--- src/verilog/rob_consts.svh ---
`ifndef ROB_CONSTS_SVH
`define ROB_CONSTS_SVH

// reorder buffer entries with tags 1..ROB_DEPTH
`define ROB_DEPTH 8

// tag 0 means no tag
`define TAG_W 4

// data and pc width
`define DATA_W 32

// register index width and architectural register count
`define REG_W 5
`define NUM_REGS 32

// fall-through pc increment
`define PC_STEP 4

`endif

--- src/verilog/rob_pkg.sv ---
`default_nettype none

`include "rob_consts.svh"

package rob_pkg;

    typedef enum logic [2:0] {
        op_alu,
        op_load,
        op_store,
        op_branch,
        op_jalr
    } rob_op_e;

    typedef enum logic [1:0] {
        st_idle,
        st_grant,
        st_release
    } disp_state_e;

    typedef struct packed {
        rob_op_e             op;
        logic [`REG_W-1:0]   dest;
        logic [`DATA_W-1:0]  pc;
        logic                predicted_taken;
    } dispatch_t;

    // taken and target stay zero on the load/store bus
    typedef struct packed {
        logic                valid;
        logic [`TAG_W-1:0]   tag;
        logic [`DATA_W-1:0]  value;
        logic                taken;
        logic [`DATA_W-1:0]  target;
    } cdb_t;

    typedef struct packed {
        logic                valid;
        rob_op_e             op;
        logic [`REG_W-1:0]   dest;
        logic [`TAG_W-1:0]   tag;
        logic [`DATA_W-1:0]  value;
    } commit_t;

    typedef struct packed {
        logic                valid;
        logic [`DATA_W-1:0]  pc;
    } redirect_t;

    typedef struct packed {
        logic                ready;
        logic [`DATA_W-1:0]  value;
        logic [`TAG_W-1:0]   tag;
    } operand_t;

endpackage

`default_nettype wire
--- src/verilog/dispatch_port.sv ---
`timescale 1ns/1ps
`default_nettype none

`include "rob_consts.svh"

module dispatch_port
    import rob_pkg::*;
(
    input  logic              clk,
    input  logic              rst,
    input  logic              disp_req,
    input  dispatch_t         disp,
    output logic              disp_ack,
    output logic [`TAG_W-1:0] disp_tag,
    input  logic              alloc_ready,
    input  logic [`TAG_W-1:0] tail_tag,
    output logic              alloc,
    output dispatch_t         alloc_entry
);

    disp_state_e state;
    disp_state_e state_next;

    // one allocation per four-phase transaction
    assign alloc       = (state == st_idle) && disp_req && alloc_ready;
    assign alloc_entry = disp;
    assign disp_ack    = (state == st_grant);

    always_comb begin
        state_next = state;
        case (state)
            st_idle: begin
                if (alloc) begin
                    state_next = st_grant;
                end
            end
            st_grant: begin
                // hold ack until the decoder lets go of req
                if (!disp_req) begin
                    state_next = st_release;
                end
            end
            st_release: begin
                state_next = st_idle;
            end
            default: begin
                state_next = st_idle;
            end
        endcase
    end

    always_ff @(posedge clk) begin
        if (rst) begin
            state <= st_idle;
        end else begin
            state <= state_next;
        end
    end

    always_ff @(posedge clk) begin
        if (alloc) begin
            disp_tag <= tail_tag;
        end
    end

endmodule

`default_nettype wire

--- src/verilog/reg_status.sv ---
`timescale 1ns/1ps
`default_nettype none

`include "rob_consts.svh"

module reg_status
    import rob_pkg::*;
(
    input  logic              clk,
    input  logic              rst,
    input  logic              alloc,
    input  dispatch_t         alloc_entry,
    input  logic [`TAG_W-1:0] tail_tag,
    input  logic [`REG_W-1:0] q_rs1,
    input  logic [`REG_W-1:0] q_rs2,
    output operand_t          q_op1,
    output operand_t          q_op2,
    output logic [`TAG_W-1:0] look_tag1,
    output logic [`TAG_W-1:0] look_tag2,
    input  operand_t          look_res1,
    input  operand_t          look_res2,
    input  commit_t           commit,
    input  logic              flush
);

    logic [`DATA_W-1:0] regs [`NUM_REGS];
    logic [`TAG_W-1:0]  rtag [`NUM_REGS];

    function automatic logic writes_reg(input rob_op_e op);
        return (op == op_alu) || (op == op_load) || (op == op_jalr);
    endfunction

    function automatic operand_t resolve(input logic [`TAG_W-1:0]  t,
                                         input logic [`DATA_W-1:0] committed,
                                         input operand_t           fwd);
        operand_t res;
        if (t == '0) begin
            res.ready = 1'b1;
            res.value = committed;
            res.tag   = '0;
        end else begin
            res.ready = fwd.ready;
            res.value = fwd.value;
            res.tag   = fwd.tag;
        end
        return res;
    endfunction

    // x0 is never renamed nor written, so it always reads ready zero
    assign look_tag1 = rtag[q_rs1];
    assign look_tag2 = rtag[q_rs2];

    assign q_op1 = resolve(look_tag1, regs[q_rs1], look_res1);
    assign q_op2 = resolve(look_tag2, regs[q_rs2], look_res2);

    always_ff @(posedge clk) begin
        if (rst) begin
            for (int r = 0; r < `NUM_REGS; r++) begin
                regs[r] <= '0;
                rtag[r] <= '0;
            end
        end else begin
            if (commit.valid && writes_reg(commit.op) && commit.dest != '0) begin
                regs[commit.dest] <= commit.value;
                // a younger writer keeps its rename
                if (rtag[commit.dest] == commit.tag) begin
                    rtag[commit.dest] <= '0;
                end
            end
            if (flush) begin
                for (int r = 0; r < `NUM_REGS; r++) begin
                    rtag[r] <= '0;
                end
            end
            // rename last, so it wins over a clear at the same edge
            if (alloc && writes_reg(alloc_entry.op) && alloc_entry.dest != '0) begin
                rtag[alloc_entry.dest] <= tail_tag;
            end
        end
    end

endmodule

`default_nettype wire

--- src/verilog/rob_buffer.sv ---
`timescale 1ns/1ps
`default_nettype none

`include "rob_consts.svh"

module rob_buffer
    import rob_pkg::*;
(
    input  logic              clk,
    input  logic              rst,
    input  logic              alloc,
    input  dispatch_t         alloc_entry,
    output logic              alloc_ready,
    output logic [`TAG_W-1:0] tail_tag,
    input  cdb_t              alu_cdb,
    input  cdb_t              ls_cdb,
    input  logic [`TAG_W-1:0] look_tag1,
    input  logic [`TAG_W-1:0] look_tag2,
    output operand_t          look_res1,
    output operand_t          look_res2,
    output commit_t           commit,
    output redirect_t         redirect,
    output logic              flush
);

    // per-tag storage without a slot for tag 0
    dispatch_t          entry  [1:`ROB_DEPTH];
    logic               ready  [1:`ROB_DEPTH];
    logic [`DATA_W-1:0] value  [1:`ROB_DEPTH];
    logic               taken  [1:`ROB_DEPTH];
    logic [`DATA_W-1:0] target [1:`ROB_DEPTH];

    logic [`TAG_W-1:0]  head;
    logic [`TAG_W-1:0]  tail;
    logic [`TAG_W-1:0]  count;

    dispatch_t          head_entry;
    logic               head_go;
    logic               head_redirect;
    logic [`DATA_W-1:0] head_pc;

    function automatic logic [`TAG_W-1:0] next_tag(input logic [`TAG_W-1:0] t);
        return (t == `TAG_W'(`ROB_DEPTH)) ? `TAG_W'(1) : t + `TAG_W'(1);
    endfunction

    function automatic operand_t lookup(input logic [`TAG_W-1:0] t);
        operand_t res;
        res.ready = 1'b0;
        res.value = '0;
        res.tag   = t;
        if (t != '0 && t <= `TAG_W'(`ROB_DEPTH)) begin
            res.ready = ready[t];
            res.value = value[t];
        end
        return res;
    endfunction

    // ready bits survive commit so a retiring value stays visible
    // until reg_status has taken it
    always_comb begin
        look_res1 = lookup(look_tag1);
        look_res2 = lookup(look_tag2);
    end

    assign head_entry = entry[head];
    assign head_go    = (count != '0) && ready[head];

    always_comb begin
        head_redirect = 1'b0;
        head_pc       = target[head];
        case (head_entry.op)
            op_branch: begin
                head_redirect = head_go && (taken[head] != head_entry.predicted_taken);
                if (!taken[head]) begin
                    head_pc = head_entry.pc + `DATA_W'(`PC_STEP);
                end
            end
            op_jalr: begin
                head_redirect = head_go;
            end
            default: begin
                head_redirect = 1'b0;
            end
        endcase
    end

    // no allocation while a redirect is made or is being flushed
    assign alloc_ready = (count != `TAG_W'(`ROB_DEPTH)) && !head_redirect && !flush;
    assign tail_tag    = tail;

    always_ff @(posedge clk) begin
        if (rst) begin
            head     <= `TAG_W'(1);
            tail     <= `TAG_W'(1);
            count    <= '0;
            commit   <= '0;
            redirect <= '0;
            flush    <= 1'b0;
            for (int i = 1; i <= `ROB_DEPTH; i++) begin
                ready[i] <= 1'b0;
            end
        end else begin
            if (alloc) begin
                ready[tail] <= 1'b0;
            end
            if (alu_cdb.valid) begin
                ready[alu_cdb.tag] <= 1'b1;
            end
            if (ls_cdb.valid) begin
                ready[ls_cdb.tag] <= 1'b1;
            end

            commit.valid <= head_go;
            commit.op    <= head_entry.op;
            commit.dest  <= head_entry.dest;
            commit.tag   <= head;
            commit.value <= value[head];

            redirect.valid <= head_redirect;
            redirect.pc    <= head_pc;
            flush          <= head_redirect;

            if (head_redirect) begin
                // drop everything younger than the retiring entry
                head  <= next_tag(head);
                tail  <= next_tag(head);
                count <= '0;
            end else begin
                if (head_go) begin
                    head <= next_tag(head);
                end
                if (alloc) begin
                    tail <= next_tag(tail);
                end
                count <= count + `TAG_W'(alloc) - `TAG_W'(head_go);
            end
        end
    end

    always_ff @(posedge clk) begin
        if (alloc) begin
            entry[tail] <= alloc_entry;
        end
        if (alu_cdb.valid) begin
            value[alu_cdb.tag]  <= alu_cdb.value;
            taken[alu_cdb.tag]  <= alu_cdb.taken;
            target[alu_cdb.tag] <= alu_cdb.target;
        end
        if (ls_cdb.valid) begin
            value[ls_cdb.tag]  <= ls_cdb.value;
            taken[ls_cdb.tag]  <= ls_cdb.taken;
            target[ls_cdb.tag] <= ls_cdb.target;
        end
    end

endmodule

`default_nettype wire

--- src/verilog/rob_core_top.sv ---
`timescale 1ns/1ps
`default_nettype none

`include "rob_consts.svh"

module rob_core_top
    import rob_pkg::*;
(
    input  logic              clk,
    input  logic              rst,
    input  logic              disp_req,
    input  dispatch_t         disp,
    output logic              disp_ack,
    output logic [`TAG_W-1:0] disp_tag,
    input  cdb_t              alu_cdb,
    input  cdb_t              ls_cdb,
    input  logic [`REG_W-1:0] q_rs1,
    input  logic [`REG_W-1:0] q_rs2,
    output operand_t          q_op1,
    output operand_t          q_op2,
    output commit_t           commit_out,
    output redirect_t         redirect
);

    logic              alloc;
    dispatch_t         alloc_entry;
    logic              alloc_ready;
    logic [`TAG_W-1:0] tail_tag;
    logic [`TAG_W-1:0] look_tag1;
    logic [`TAG_W-1:0] look_tag2;
    operand_t          look_res1;
    operand_t          look_res2;
    logic              flush;

    dispatch_port u_dispatch_port (
        .clk         (clk),
        .rst         (rst),
        .disp_req    (disp_req),
        .disp        (disp),
        .disp_ack    (disp_ack),
        .disp_tag    (disp_tag),
        .alloc_ready (alloc_ready),
        .tail_tag    (tail_tag),
        .alloc       (alloc),
        .alloc_entry (alloc_entry)
    );

    rob_buffer u_rob_buffer (
        .clk         (clk),
        .rst         (rst),
        .alloc       (alloc),
        .alloc_entry (alloc_entry),
        .alloc_ready (alloc_ready),
        .tail_tag    (tail_tag),
        .alu_cdb     (alu_cdb),
        .ls_cdb      (ls_cdb),
        .look_tag1   (look_tag1),
        .look_tag2   (look_tag2),
        .look_res1   (look_res1),
        .look_res2   (look_res2),
        .commit      (commit_out),
        .redirect    (redirect),
        .flush       (flush)
    );

    reg_status u_reg_status (
        .clk         (clk),
        .rst         (rst),
        .alloc       (alloc),
        .alloc_entry (alloc_entry),
        .tail_tag    (tail_tag),
        .q_rs1       (q_rs1),
        .q_rs2       (q_rs2),
        .q_op1       (q_op1),
        .q_op2       (q_op2),
        .look_tag1   (look_tag1),
        .look_tag2   (look_tag2),
        .look_res1   (look_res1),
        .look_res2   (look_res2),
        .commit      (commit_out),
        .flush       (flush)
    );

endmodule

`default_nettype wire

--- config.mk ---
export PLATFORM = sky130hd
export DESIGN_NAME = rob_core_top
export DESIGN_NICKNAME = d
export VERILOG_FILES = /design/src/verilog/rob_pkg.sv /design/src/verilog/dispatch_port.sv /design/src/verilog/reg_status.sv /design/src/verilog/rob_buffer.sv /design/src/verilog/rob_core_top.sv
export VERILOG_INCLUDE_DIRS = /design/src /design/src/verilog
export SDC_FILE = /design/constraint.sdc
export NUM_CORES = 2
export LEC_CHECK = 0
export BUFFER_PORTS_ARGS = -buffer_cell sky130_fd_sc_hd__buf_2
export CORE_ASPECT_RATIO = 1.4
export CORE_MARGIN = 2
export CORE_UTILIZATION = 45
export CTS_CLUSTER_SIZE = 30
export DETAILED_ROUTE_END_ITERATION = 7
export GPL_ROUTABILITY_DRIVEN = 0
export GPL_TIMING_DRIVEN = 1
export PLACE_DENSITY = 0.62
export SYNTH_ARGS = -nofsm -noshare
export SYNTH_HDL_FRONTEND = slang
export SYNTH_HIERARCHICAL = 1
export SYNTH_SLANG_ARGS = --single-unit
--- constraint.sdc ---
create_clock -name clk -period 13.6 [get_ports clk]
set_input_delay 1.36 -clock clk [delete_from_list [all_inputs] [get_ports clk]]
set_output_delay 1.36 -clock clk [all_outputs]
set_load 0.02 [all_outputs]
==> metrics.md <==
| Metric | Value |
|---|---|
| Combinational group share of total power | 17.4% |
| Tcrit/Tclk final | 59.9% |
| Yosys warns | 6 |
| Die ar. | 251000 um2 |
| DRT Pass-1 Iters | 6 |
| Multi-input logic area | 46300 um2 |
| EDFF count, synth | 2004 |
| Ys async rst share | 0% |
| Dpl cells | 10004 |
| Die width | 424 um |
| Final setup vio count | 0 |
| Post-Synthesis Cells | 6838 |
| Worst setup margin | 5.45 ns |
| IO buf count | 350 |
| Post-DP HPWL | 227 mm |
| TritonCTS buffer count | 210 |
| Vias in the first global route | 68693 |
| Crit path max fanout | 58 |
| Clock power share | 35.7% |
| IO Pins | 351 |
| Core area | 245000 um2 |
| Final Hold Viols | 0 |
| Die H | 592 um |
| Placed cell area | 116000 um2 |
| Largest net degree at the start of global routing | 116 |
| Netlist cell types | 86 |
| Syn Std Cell Area | 111000 um2 |
| Slowest stage cell, crit path | buf_4 |
| Layout cells sized above 1 | 35.8% |
| Initial core utilization | 45.3% |
| Final wirelength | 370 mm |
| Via Count | 66961 |
| GRT Residual Overflow | 0 |
| Starting DRC count in detailed routing | 7498 |
| Number of routed nets with antenna violations | 0 |
| Family with the most delay on the worst path | buffers and inverters |
| CTS sink cnt | 2116 |
| NumNets Final | 7169 |
| Psw | 0.00450 W |
| Number of max-cap violations | 0 |
| Worst path required time | 12.24 ns |
| CP startpoint | q_rs1[0] |
| Most used flip-flop cell after synthesis | edfxtp_1 |
| Drt wl/cell | 35.6 um |
| Fin area | 123000 um2 |
| # fillers | 20101 |
| Initial antenna violation count | 83 |
| Status | complete, no violations |
| Worst path cell trace | buf_8 -> buf_4 -> buf_4 -> buf_4 -> mux4_2 -> mux4_2 -> mux2i_1 -> o21ai_0 -> buf_2 |
| # rows | 215 |
| Root buf cell | clkbuf_16 |
| Internal Power | 0.0117 W |
| Hold Buf Count CTS | 0 |
| Hold_sp | u_rob_buffer/ready[10]$_DFF_P_ |
| Ranking of synthesized cells by area | edfxtp_1, mux4_2, and2_1 |
| CTS tree | built |
| Clock slew at reported path FFs | 0.06 ns |
| RSZ-0062 raised after global routing | false |
| Worst slew margin | 19.3% |
| Setup TNS | 0 ns |
| Setup CP Type | input port to primary output |
| Reg area | 62400 um2 |
| Register area share after synthesis | 56.3% |
| Arrival @ worst endpoint | 6.79 ns |
| Crit path capture type | primary output |
| CP startpoint kind | input port |
| CP bufs+invs | 5 |
| Layout area overhead | 10.8% |
| PostCTS Resize Cnt | 0 |
| Non-Filler Instances | 10407 |
| Clk_lat worst skew | 0.90 ns |
| Hold crit path type | flop to flop |
| Max Freq | 0.123 GHz |
| Clk_skew | 0.100 ns |
| Final min period | 8.15 ns |
| Postcts setup bufs | 0 |
| Deepest level of the CTS H-tree | 4 |
| Sw frac | 27.7% |
| Global-route wire length before repair | 520 mm |
| Top-area cell type share of the netlist area | 54.2% |
| Area leader, netlist | edfxtp_1 |
| DRC | 0 |
| Hold_ws | 0.461 ns |
| Static leakage | 42.1 nW |
| Pre-CTS setup slack | 5.40 ns |
| Clk buf depth | 4 |
| Most frequent CP cell | buf_4 |
| Slew @ Worst Pin | 1.21 ns |
| Vias per inst | 6.43 |
| Syn Area/Cell | 16.2 um2 |
| Final Max Tran Viols | 0 |
| Crit path largest cell delay | 0.88 ns |
| Reg power frac | 46.9% |
| Overall routing resource usage | 29.3% |
| Power Dens Cells | 132 nW/um2 |
| Peak supply drop | 0.129 mV |
| #FFs+latches synth | 2116 |
## worst min-delay path: stages (launching register included)
cell and delay, ns:
dfxtp_1 0.32, nand2_1 0.05, nand3_1 0.06
## kinds of logic after synthesis
kind of cell,after synthesis,synth area share [%]
flip-flops,2116,56.3
multiplexers,1848,29.3
AND/OR/NAND/NOR,1826,9.43
buffers and inverters,693,2.89
AO/OA/AOI/OAI,321,1.77
XOR/XNOR,19,0.150
adder cells (fa/ha/maj),14,0.165
other,1,0.00338
## layout make-up
class | count | area share (%)
diodes | 34 | 0.0692
repair buffers | 549 | 2.74
clock buffers | 261 | 4.59
well taps | 3255 | 3.31
clock inverters | 108 | 0.789
flip-flops and latches | 2116 | 50.8
inverters | 20 | 0.0712
multi-input cells | 4064 | 37.6
## power groups by stage
stage | Sequential, W | Clock [W] | Combinational [W]
floorplan | 0.00772 | 0 | 0.00173
global placement | 0.00773 | 0 | 0.00278
detailed placement | 0.00775 | 0 | 0.00279
CTS | 0.00761 | 0.00588 | 0.00280
global route | 0.00764 | 0.00610 | 0.00294
finish | 0.00761 | 0.00580 | 0.00282
## stage by stage
step,utilization [%],power (W)
2_1_floorplan,-,0.00944
3_3_place_gp,47.4,0.0105
3_5_place_dp,47.4,0.0105
4_1_cts,50.1,0.0163
5_1_grt,50.2,0.0167
6_report,50.2,0.0162
## placed cells by master (no fill, tap or decap), drive strengths merged, types with 11 or more instances in the layout
cell type,Yosys,routed
buf,247,548
mux2,532,532
a211oi,36,36
nor2,234,234
a22oi,12,12
mux4,1060,1060
nand3,20,20
nor3,33,33
nand2b,19,19
or4,36,36
nand3b,11,11
clkbuf,426,262
bufinv,0,17
o21ai,143,143
mux2i,256,256
nor2b,34,34
or2,11,11
nand2,236,236
dfxtp,112,112
a21oi,63,63
diode,0,34
a221oi,11,11
inv,20,23
and2,1135,1135
clkinv,0,81
edfxtp,2004,2004
ha,13,13
conb,1,36
## flip-flops by register name, indices dropped and copies added (netlist names), named ones only
| name | count |
|---|---|
| u_rob_buffer/commit | 45 |
| u_rob_buffer/redirect | 32 |
| u_dispatch_port/state | 2 |
| u_reg_status/regs | 1024 |
| u_reg_status/rtag | 128 |
| u_dispatch_port/disp_tag | 4 |
| u_rob_buffer/value | 256 |
| u_rob_buffer/ready | 16 |
| u_rob_buffer/head | 4 |
| u_rob_buffer/tail_tag | 4 |
| u_rob_buffer/flush | 1 |
| u_rob_buffer/taken | 8 |
| u_rob_buffer/target | 256 |
| u_rob_buffer/entry | 328 |
| u_rob_buffer/count | 4 |
## path summary, 6_finish.rpt
kind | end | slack [ns] | cells past startpoint
hold reg to reg | u_rob_buffer/ready[10]$_DFF_P_ | 0.46 | 2
setup / recovery | q_op1[15] | 5.45 | 9
setup reg to reg | u_reg_status/rtag[31][3]$_SDFFCE_PN0P_ | 7.02 | 14
hold / removal | u_rob_buffer/ready[10]$_DFF_P_ | 0.46 | 2
## layer usage
metal | wire [um] | vias to the layer above | GRT usage [%]
li1 | - | 27148 | -
met1 | 128000 | 35181 | 34.5
met2 | 188000 | 3591 | 51.0
met3 | 32700 | 985 | 6.16
met4 | 21100 | 56 | 14.1
met5 | 361 | - | 0
## synth_stat cells (9+ instances only)
cell      count
nand3b_1     11
dfxtp_1     112
a221oi_1     11
nor2_1      232
mux4_2     1031
buf_1        69
o21ai_0      97
nand2_1     236
buf_2        99
mux2i_1     255
a22oi_1      12
buf_6        14
or2_2        10
a22o_1       10
nor3_1       33
inv_1        20
ha_1         13
clkbuf_1    415
buf_4        59
nand3_1      19
mux4_1       29
xor2_1        9
nand2b_1     19
or4_1        34
xnor2_1      10
a21oi_1      63
edfxtp_1   2004
and2_1     1135
o21ai_1      46
mux2_2      532
nor2b_1      33
a211oi_1     36
Power figures use the tool's default switching activity.
